[config.mk]
export PLATFORM = sky130hd
export DESIGN_NAME = muldiv
export DESIGN_NICKNAME = d
export VERILOG_FILES = /design/src/muldiv_isa_pkg.sv /design/src/muldiv_ctrl_pkg.sv /design/src/muldiv_op_if.sv /design/src/muldiv.sv /design/src/muldiv_ctrl.sv /design/src/muldiv_divider.sv /design/src/muldiv_multiplier.sv /design/src/muldiv_step_counter.sv
export SDC_FILE = /design/constraint.sdc
export NUM_CORES = 2
export LEC_CHECK = 0
export BUFFER_PORTS_ARGS = -buffer_cell sky130_fd_sc_hd__buf_2
export CAP_MARGIN = 10
export CORE_UTILIZATION = 47
export CTS_BUF_LIST = sky130_fd_sc_hd__clkbuf_2
export DETAILED_ROUTE_END_ITERATION = 10
export HOLD_SLACK_MARGIN = 0.06
export PLACE_DENSITY = 0.69
export SLEW_MARGIN = 20
export SYNTH_ARGS = -nofsm -noshare
export SYNTH_HDL_FRONTEND = slang
export SYNTH_HIERARCHICAL = 1
export SYNTH_SLANG_ARGS = --single-unit
[constraint.sdc]
create_clock -name clk_i -period 10.7 [get_ports clk_i]
set_input_delay 2.675 -clock clk_i [delete_from_list [all_inputs] [get_ports clk_i]]
set_output_delay 2.675 -clock clk_i [all_outputs]
set_load 0.02 [all_outputs]
[src/muldiv_isa_pkg.sv]
`default_nettype none

package muldiv_isa_pkg;

    localparam int XLEN = 32; // RV32 data width

    // funct3 field of the M-extension OP instructions
    typedef enum logic [2:0] {
        MUL    = 3'b000, // Low product
        MULH   = 3'b001, // High, signed x signed
        MULHSU = 3'b010, // High, signed x unsigned
        MULHU  = 3'b011, // High, unsigned x unsigned
        DIV    = 3'b100,
        DIVU   = 3'b101,
        REM    = 3'b110,
        REMU   = 3'b111
    } muldiv_op_e;

    // Divide group has funct3[2] set
    function automatic logic op_is_div(input muldiv_op_e op);
        return op[2];
    endfunction

    function automatic logic op_a_signed(input muldiv_op_e op);
        case (op)
            MULHU, DIVU, REMU: return 1'b0;
            default:           return 1'b1; // MUL, MULH, MULHSU, DIV, REM
        endcase
    endfunction

    function automatic logic op_b_signed(input muldiv_op_e op);
        case (op)
            MUL, MULH, DIV, REM: return 1'b1; // MUL sign is irrelevant for low half
            default:             return 1'b0;
        endcase
    endfunction

    // High product half for MULH*, remainder for REM*
    function automatic logic op_sel_upper(input muldiv_op_e op);
        return op[2] ? op[1] : (op[1:0] != 2'b00);
    endfunction

endpackage

`default_nettype wire

[src/muldiv_ctrl_pkg.sv]
`default_nettype none

package muldiv_ctrl_pkg;

    import muldiv_isa_pkg::*;

    // Controller FSM
    typedef enum logic [2:0] {
        IDLE     = 3'd0, // Ready for a request
        MUL_WAIT = 3'd1, // Multiplier pipeline in flight
        DIV_RUN  = 3'd2, // Divider iterating
        RESPOND  = 3'd3  // One-cycle writeback
    } muldiv_state_e;

    localparam int DIV_CYCLES = XLEN; // One quotient bit per cycle
    localparam int CNT_W      = 6;    // Must hold DIV_CYCLES

    // Legal multiplier pipeline depths
    localparam int MUL_LATENCY_MIN = 1;
    localparam int MUL_LATENCY_MAX = 4;

endpackage

`default_nettype wire

[src/muldiv_op_if.sv]
`default_nettype none

// Prepared operation, controller to both datapaths
interface muldiv_op_if
    import muldiv_isa_pkg::*;
();

    logic [XLEN-1:0] a_value;  // rs1 as registered at acceptance
    logic [XLEN-1:0] b_value;  // rs2
    logic            a_signed; // Treat a_value as two's complement
    logic            b_signed;
    logic            mul_start; // One-cycle launch pulses
    logic            div_start;

    modport ctrl (
        output a_value, b_value, a_signed, b_signed, mul_start, div_start
    );

    modport mul (
        input a_value, b_value, a_signed, b_signed, mul_start
    );

    modport div (
        input a_value, b_value, a_signed, b_signed, div_start
    );

endinterface

`default_nettype wire

[src/muldiv.sv]
`default_nettype none

module muldiv
    import muldiv_isa_pkg::*, muldiv_ctrl_pkg::*;
#(
    parameter int MUL_LATENCY = 2
) (
    input  logic            clk_i,
    input  logic            reset_i,
    input  logic            muldiv_request_i,
    input  logic [XLEN-1:0] inst_i,
    input  logic [XLEN-1:0] rs1_value_i,
    input  logic [XLEN-1:0] rs2_value_i,
    output logic            muldiv_ready_o,
    output logic            writeback_valid_o,
    output logic [XLEN-1:0] writeback_value_o
);

    muldiv_op_e        funct3;
    logic              ctrl_cnt_load;
    logic [CNT_W-1:0]  ctrl_cnt_value;
    logic              div_cnt_load;
    logic [CNT_W-1:0]  div_cnt_value;
    logic              cnt_load;
    logic [CNT_W-1:0]  cnt_value;
    logic              cnt_done;
    logic [2*XLEN-1:0] mul_product;
    logic [XLEN-1:0]   div_quotient;
    logic [XLEN-1:0]   div_remainder;
    logic              div_done;

    muldiv_op_if op_if ();

    assign funct3 = muldiv_op_e'(inst_i[14:12]);

    // One counter, two loaders that are never active together
    assign cnt_load  = ctrl_cnt_load | div_cnt_load;
    assign cnt_value = div_cnt_load ? div_cnt_value : ctrl_cnt_value;

    muldiv_ctrl #(
        .MUL_LATENCY(MUL_LATENCY)
    ) u_ctrl (
        .clk_i             (clk_i),
        .reset_i           (reset_i),
        .muldiv_request_i  (muldiv_request_i),
        .funct3_i          (funct3),
        .rs1_value_i       (rs1_value_i),
        .rs2_value_i       (rs2_value_i),
        .op                (op_if),
        .cnt_load_o        (ctrl_cnt_load),
        .cnt_value_o       (ctrl_cnt_value),
        .cnt_done_i        (cnt_done),
        .mul_product_i     (mul_product),
        .div_quotient_i    (div_quotient),
        .div_remainder_i   (div_remainder),
        .div_done_i        (div_done),
        .muldiv_ready_o    (muldiv_ready_o),
        .writeback_valid_o (writeback_valid_o),
        .writeback_value_o (writeback_value_o)
    );

    muldiv_step_counter u_counter (
        .clk_i        (clk_i),
        .reset_i      (reset_i),
        .load_i       (cnt_load),
        .load_value_i (cnt_value),
        .done_o       (cnt_done)
    );

    muldiv_multiplier #(
        .MUL_LATENCY(MUL_LATENCY)
    ) u_mul (
        .clk_i     (clk_i),
        .reset_i   (reset_i),
        .op        (op_if),
        .product_o (mul_product)
    );

    muldiv_divider u_div (
        .clk_i       (clk_i),
        .reset_i     (reset_i),
        .op          (op_if),
        .cnt_load_o  (div_cnt_load),
        .cnt_value_o (div_cnt_value),
        .cnt_done_i  (cnt_done),
        .quotient_o  (div_quotient),
        .remainder_o (div_remainder),
        .done_o      (div_done)
    );

endmodule

`default_nettype wire

[src/muldiv_ctrl.sv]
`default_nettype none

module muldiv_ctrl
    import muldiv_isa_pkg::*, muldiv_ctrl_pkg::*;
#(
    parameter int MUL_LATENCY = 2
) (
    input  logic                clk_i,
    input  logic                reset_i,
    input  logic                muldiv_request_i,
    input  muldiv_op_e          funct3_i,
    input  logic [XLEN-1:0]     rs1_value_i,
    input  logic [XLEN-1:0]     rs2_value_i,
    muldiv_op_if.ctrl           op,
    output logic                cnt_load_o,
    output logic [CNT_W-1:0]    cnt_value_o,
    input  logic                cnt_done_i,
    input  logic [2*XLEN-1:0]   mul_product_i,
    input  logic [XLEN-1:0]     div_quotient_i,
    input  logic [XLEN-1:0]     div_remainder_i,
    input  logic                div_done_i,
    output logic                muldiv_ready_o,
    output logic                writeback_valid_o,
    output logic [XLEN-1:0]     writeback_value_o
);

    muldiv_state_e state_q;
    logic          accept;
    logic          accept_div; // Accepted op goes to the divider
    logic          is_div_q;
    logic          sel_upper_q; // High half or remainder

    assign muldiv_ready_o = (state_q == IDLE);
    assign accept         = muldiv_request_i && muldiv_ready_o;
    assign accept_div     = accept && op_is_div(funct3_i);

    // Shared counter times the multiply wait
    // Divider loads its own count
    assign cnt_load_o  = accept && !op_is_div(funct3_i);
    assign cnt_value_o = CNT_W'(MUL_LATENCY);

    always_ff @(posedge clk_i) begin
        if (reset_i) begin
            state_q           <= IDLE;
            writeback_valid_o <= 1'b0;
            op.mul_start      <= 1'b0;
            op.div_start      <= 1'b0;
        end else begin
            op.mul_start <= cnt_load_o; // Launch one cycle after acceptance
            op.div_start <= accept_div;
            // Pulse in the cycle spent in RESPOND
            writeback_valid_o <= (state_q == MUL_WAIT && cnt_done_i) ||
                                 (state_q == DIV_RUN && div_done_i);
            case (state_q)
                IDLE:     if (accept) state_q <= accept_div ? DIV_RUN : MUL_WAIT;
                MUL_WAIT: if (cnt_done_i) state_q <= RESPOND;
                DIV_RUN:  if (div_done_i) state_q <= RESPOND;
                RESPOND:  state_q <= IDLE;
                default:  state_q <= IDLE;
            endcase
        end
    end

    // Operand and result-select capture
    always_ff @(posedge clk_i) begin
        if (accept) begin
            op.a_value  <= rs1_value_i;
            op.b_value  <= rs2_value_i;
            op.a_signed <= op_a_signed(funct3_i);
            op.b_signed <= op_b_signed(funct3_i);
            is_div_q    <= op_is_div(funct3_i);
            sel_upper_q <= op_sel_upper(funct3_i);
        end
    end

    always_comb begin
        case ({is_div_q, sel_upper_q})
            2'b00:   writeback_value_o = mul_product_i[XLEN-1:0];      // MUL
            2'b01:   writeback_value_o = mul_product_i[2*XLEN-1:XLEN]; // MULH*
            2'b10:   writeback_value_o = div_quotient_i;
            default: writeback_value_o = div_remainder_i;
        endcase
    end

    // Requester must wait for ready
    a_req_when_ready: assert property (@(posedge clk_i) disable iff (reset_i)
        muldiv_request_i |-> muldiv_ready_o);

    // Valid only in RESPOND and for a single cycle
    a_valid_pulse: assert property (@(posedge clk_i) disable iff (reset_i)
        writeback_valid_o |-> state_q == RESPOND ##1 !writeback_valid_o && state_q == IDLE);

    // Divider loads the shared counter on div_start
    a_single_load: assert property (@(posedge clk_i) disable iff (reset_i)
        !(cnt_load_o && op.div_start));

endmodule

`default_nettype wire

[src/muldiv_divider.sv]
`default_nettype none

module muldiv_divider
    import muldiv_isa_pkg::*, muldiv_ctrl_pkg::*;
(
    input  logic             clk_i,
    input  logic             reset_i,
    muldiv_op_if.div         op,
    output logic             cnt_load_o,
    output logic [CNT_W-1:0] cnt_value_o,
    input  logic             cnt_done_i,
    output logic [XLEN-1:0]  quotient_o,
    output logic [XLEN-1:0]  remainder_o,
    output logic             done_o
);

    logic            running_q;
    logic [XLEN-1:0] divisor_q;
    logic [XLEN-1:0] quot_q;   // Dividend shifts out, quotient bits shift in
    logic [XLEN-1:0] rem_q;    // Partial remainder
    logic            quot_neg_q;
    logic            rem_neg_q;
    logic            div_zero_q;

    logic            a_neg;
    logic            b_neg;
    logic [XLEN-1:0] a_abs;
    logic [XLEN-1:0] b_abs;
    logic [XLEN:0]   shifted; // Remainder with next dividend bit
    logic [XLEN:0]   diff;

    assign a_neg = op.a_signed && op.a_value[XLEN-1];
    assign b_neg = op.b_signed && op.b_value[XLEN-1];
    assign a_abs = a_neg ? -op.a_value : op.a_value;
    assign b_abs = b_neg ? -op.b_value : op.b_value; // -2^31 stays 0x80000000

    // Iteration count comes from the shared counter
    assign cnt_load_o  = op.div_start;
    assign cnt_value_o = CNT_W'(DIV_CYCLES);

    assign done_o = running_q && cnt_done_i;

    always_ff @(posedge clk_i) begin
        if (reset_i) begin
            running_q <= 1'b0;
        end else if (op.div_start) begin
            running_q <= 1'b1;
        end else if (done_o) begin
            running_q <= 1'b0;
        end
    end

    assign shifted = {rem_q, quot_q[XLEN-1]};
    assign diff    = shifted - {1'b0, divisor_q};

    always_ff @(posedge clk_i) begin
        if (op.div_start) begin
            divisor_q  <= b_abs;
            quot_q     <= a_abs;
            rem_q      <= '0;
            quot_neg_q <= a_neg ^ b_neg;
            rem_neg_q  <= a_neg; // Remainder follows the dividend
            div_zero_q <= (op.b_value == '0);
        end else if (running_q && !cnt_done_i) begin
            // Restoring step, keep the shifted value on a borrow
            if (diff[XLEN]) begin
                rem_q <= shifted[XLEN-1:0];
            end else begin
                rem_q <= diff[XLEN-1:0];
            end
            quot_q <= {quot_q[XLEN-2:0], !diff[XLEN]};
        end
    end

    // Sign fix-up on the held result
    // With a zero divisor every step subtracts nothing, so rem_q ends as |dividend|
    assign quotient_o  = div_zero_q ? '1 : (quot_neg_q ? -quot_q : quot_q);
    assign remainder_o = rem_neg_q ? -rem_q : rem_q;

    // Result after DIV_CYCLES steps plus the capture cycle
    a_done_time: assert property (@(posedge clk_i) disable iff (reset_i)
        op.div_start |-> ##(DIV_CYCLES+1) done_o);

endmodule

`default_nettype wire

[src/muldiv_multiplier.sv]
`default_nettype none

module muldiv_multiplier
    import muldiv_isa_pkg::*, muldiv_ctrl_pkg::*;
#(
    parameter int MUL_LATENCY = 2
) (
    input  logic                clk_i,
    input  logic                reset_i,
    muldiv_op_if.mul            op,
    output logic [2*XLEN-1:0]   product_o
);

    logic signed [XLEN:0]     a_ext; // Sign or zero extended to 33 bits
    logic signed [XLEN:0]     b_ext;
    logic signed [2*XLEN-1:0] prod_comb;

    logic [2*XLEN-1:0] prod_q [MUL_LATENCY]; // Stage registers
    logic              vld_q  [MUL_LATENCY]; // Stage valid bits

    if (MUL_LATENCY < MUL_LATENCY_MIN || MUL_LATENCY > MUL_LATENCY_MAX) begin : g_bad_latency
        $error("MUL_LATENCY out of range");
    end

    assign a_ext = {op.a_signed & op.a_value[XLEN-1], op.a_value};
    assign b_ext = {op.b_signed & op.b_value[XLEN-1], op.b_value};

    // Low 64 bits of the 33x33 signed product cover all four variants
    assign prod_comb = a_ext * b_ext;

    // First stage captures on the launch pulse
    always_ff @(posedge clk_i) begin
        if (reset_i) begin
            vld_q[0] <= 1'b0;
        end else begin
            vld_q[0] <= op.mul_start;
        end
        if (op.mul_start) begin
            prod_q[0] <= prod_comb;
        end
    end

    // Later stages move only with a valid product and the last one holds
    for (genvar i = 1; i < MUL_LATENCY; i++) begin : g_stage
        always_ff @(posedge clk_i) begin
            if (reset_i) begin
                vld_q[i] <= 1'b0;
            end else begin
                vld_q[i] <= vld_q[i-1];
            end
            if (vld_q[i-1]) begin
                prod_q[i] <= prod_q[i-1];
            end
        end
    end

    assign product_o = prod_q[MUL_LATENCY-1];

    // Launched product leaves the last stage exactly MUL_LATENCY cycles later
    a_latency: assert property (@(posedge clk_i) disable iff (reset_i)
        op.mul_start |-> ##MUL_LATENCY
            vld_q[MUL_LATENCY-1] && product_o == $past(prod_comb, MUL_LATENCY));

endmodule

`default_nettype wire

[src/muldiv_step_counter.sv]
`default_nettype none

module muldiv_step_counter
    import muldiv_ctrl_pkg::*;
(
    input  logic             clk_i,
    input  logic             reset_i,
    input  logic             load_i,
    input  logic [CNT_W-1:0] load_value_i,
    output logic             done_o
);

    logic [CNT_W-1:0] count_q;

    always_ff @(posedge clk_i) begin
        if (reset_i) begin
            count_q <= '0;
        end else if (load_i) begin
            count_q <= load_value_i;
        end else if (count_q != '0) begin
            count_q <= count_q - 1'b1; // Saturate at zero
        end
    end

    assign done_o = (count_q == '0);

    // A running count is never restarted
    a_load_idle: assert property (@(posedge clk_i) disable iff (reset_i)
        load_i |-> done_o);

endmodule

`default_nettype wire
==> metrics.log <==
[metrics] CTS-repair resized insts: 0
[metrics] Port Buffers: 103
[metrics] summed instance area of the synthesized netlist: 53990 µm²
[metrics] most common library cell in the layout ignoring fill and taps: inv_1
[metrics] remaining global-route overflow: 0
[metrics] library cell with the largest summed area after synthesis: fa_1
[metrics] fin crit share: 89.65%
[metrics] largest cells by area after synthesis: fa_1 (42%), edfxtp_1 (15%), inv_1 (8.1%)
[metrics] Post-Route Setup TNS: 0 ns
[metrics] number of different library cells in the post-synthesis netlist: 86
[metrics] endpoint class of the critical path: register
[metrics] area growth from synthesis to final layout: 4.519%
[metrics] maximum fanout along the worst path: 12
[metrics] max-slew violation count: 0
[metrics] vias in the first global route: 41330
[metrics] share of flip-flops with an asynchronous set or reset: 0%
[metrics] net count reported at finish: 6960
[metrics] slew of the pin with the lowest slew margin: 1.126 ns
[metrics] DRT Pass-1 Iters: 6
[metrics] element type at the critical path start: register
[metrics] Core Region: 113100 µm²
[metrics] cell occurring most often along the worst timing path: fa_1
[metrics] clock transition time at the flip-flop clock pins of the worst setup and hold paths: 0.15 ns
[metrics] top-area cell type share of the netlist area: 41.75%
[metrics] count of standard-cell rows: 123
[metrics] Final Hold Violating Endpoints: 0
[metrics] initial antenna violation count: 11
[metrics] primary flip-flop cell chosen by synthesis mapping: edfxtp_1
[metrics] maximum number of pins on one net before global-route repair: 89
[metrics] fraction of layout instances using a drive strength above 1: 7.285%
[metrics] data arrival time of the worst path: 10.38 ns
[metrics] H-Tree Level Count: 3
[metrics] deepest clock path buffer count: 3
[metrics] starting DRC count in detailed routing: 3178
[metrics] final worst slack: 1.107 ns
[metrics] status: completed
[metrics] relative slew slack: 24.93%
[metrics] number of warning messages in the yosys log: 6
[metrics] type of the tightest min-delay check: reg -> reg
[metrics] gpl congestion: 0.9685
[metrics] die height: 340.9 µm
[metrics] worst setup timing slack at the placement stage: 1.322 ns
[metrics] count of flip-flops with a built-in enable after synthesis: 263
[metrics] top achievable clock speed: 104.2 MHz
[metrics] post-CTS setup repair buffer count: 0
[metrics] routed wire length on met2: 70000 µm
[metrics] cell family with the largest share of critical-path delay: adder cells
[metrics] via density per instance: 5.456
[metrics] total clock sinks: 308
[metrics] Synth Instances: 5529
[metrics] Mapped Avg Cell Area: 9.765 µm²
[metrics] portion of the post-synthesis area used by sequential elements: 16.30%
[metrics] Clk Tree Root Cell: clkbuf_2
[metrics] # fillers: 10260
[metrics] routed wire length: 147300 µm
[metrics] wire length of the first global-routing pass: 233400 µm
[metrics] I/O pin count: 133
[metrics] maxcap violations: 0
[metrics] kind of critical path: reg -> reg
[metrics] Via Count: 38410
[metrics] Detail Placement HPWL: 117400 µm
[metrics] area of the multi-input gates: 39190 µm²
[metrics] most frequent cells in the layout: inv_1 (1166), fa_1 (1126), nand2_1 (829), and2_1 (364), edfxtp_1 (263)
[metrics] clock tree from TritonCTS: built
[metrics] DRC violation count after routing: 0
[metrics] max layer used: met5
[metrics] slowest stage delay, CP: 0.74 ns
[metrics] clock buffer count from CTS: 72
[metrics] detailed-routed wire length on met3: 11990 µm
[metrics] floorplan die width: 340.9 µm
[metrics] Synth Register Bits: 308
[metrics] FF/Latch Area: 8805 µm²
[metrics] CP max-delay cell: fa_1
[metrics] setup violators final: 0
[metrics] crit path time final: 9.593 ns
[metrics] wire length on met1: 57870 µm
[metrics] Post-Route Skew: 0.2276 ns
[metrics] Required @ worst endpoint: 11.48 ns
[metrics] effective utilization at floorplan: 47.73%
[metrics] die footprint: 116200 µm²
[metrics] latest clock arrival within the worst-skew pair: 1.13 ns
[metrics] setup repair after global routing missed its margin: false
[metrics] Overall Global Routing Usage: 26.09%
[metrics] Hold Buf Count CTS: 0
[metrics] combined buffer and inverter count along the critical path: 7
[metrics] Routed wire per std cell: 20.93 µm
[metrics] residual antenna-violating net count after detailed routing: 0
-- logic make-up after synthesis --
| family | after synthesis | share of synthesized area (%) |
|---|---|---|
| and+or+nand+nor | 1561 | 13.69 |
| buffers and inverters | 1513 | 11.18 |
| adders and majority gates | 1380 | 47.64 |
| AOI/OAI and AO/OA | 481 | 5.638 |
| DFF | 308 | 16.30 |
| xor gates and xnor gates | 214 | 3.471 |
| muxes | 68 | 2.060 |
| other | 4 | 0.02780 |
-- final timing paths --
check / start / to / slack (ns) / depth (start not counted)
max reg2reg: u_ctrl/op.a_value[31] / u_mul/prod_q[0][63] / 1.11 / 25
min reg2reg: u_mul/prod_q[0][54] / u_mul/prod_q[0][118] / 0.37 / 0
min: u_mul/prod_q[0][54] / u_mul/prod_q[0][118] / 0.37 / 0
max: u_ctrl/op.a_value[31] / u_mul/prod_q[0][63] / 1.11 / 25
-- routing by layer --
layer	up-vias	global-route usage, %
li1	16670	-
met2	1673	43.13
met5	-	0
met3	351	4.501
met4	8	12.15
met1	19710	33.47
-- layout make-up --
class                   instances  share of cell area [%]
diodes                          8                 0.03548
multi-input cells            3716                   69.45
flip-flops and latches        308                   15.60
inverters                    1168                   7.771
well taps                    1500                   3.326
clock inverters                28                  0.4656
repair buffers                215                   2.488
clock buffers                  97                  0.8603
-- stage by stage --
stage                     utilization [%]  hold slack (ns)  cell area [µm²]  cells
after floorplan                         -           0.4003            54020   5537
after global placement              49.16           0.4012            55610   6904
after detailed placement            49.18           0.4045            55630   6905
after CTS                           49.84           0.3142            56380   7030
after global routing                49.88           0.3551            56420   7034
final                               49.89           0.3663            56430   7040
-- registers in the layout, indices dropped and copies added (netlist names), 2 cells and up --
register           count
u_counter/count_q      6
u_mul/prod_q         128
u_ctrl/op.a_value     32
u_div/rem_q           32
u_ctrl/op.b_value     32
u_ctrl/state_q         2
u_div/quot_q          32
u_div/divisor_q       32
-- cell usage after synthesis (22+ instances only) --
library cell	count
nand2_1	829
fa_1	1126
nand3_1	31
nor3_1	33
buf_4	85
inv_1	1167
a21o_1	46
edfxtp_1	263
clkbuf_1	242
and3_1	39
a21oi_1	152
xor2_1	77
xnor2_1	137
ha_1	254
o21ai_0	110
nor2_1	128
o31ai_1	22
mux2i_1	29
mux4_2	32
and2_1	364
dfxtp_1	45
-- worst register-to-register path, delay by kind of cell, from the launching register on --
| family | cells | cell delay, ns |
|---|---|---|
| adder cells (fa/ha/maj) | 9 | 4.75 |
| AND/OR/NAND/NOR | 5 | 1.59 |
| buffers and inverters | 7 | 1.32 |
| AO/OA/AOI/OAI | 3 | 1.13 |
| flip-flops | 1 | 0.36 |
| XOR/XNOR | 1 | 0.17 |
Power is left out: the tool's default activity adds up to more than one toggle a clock period on the data nets, which glitch-free logic cannot reach.
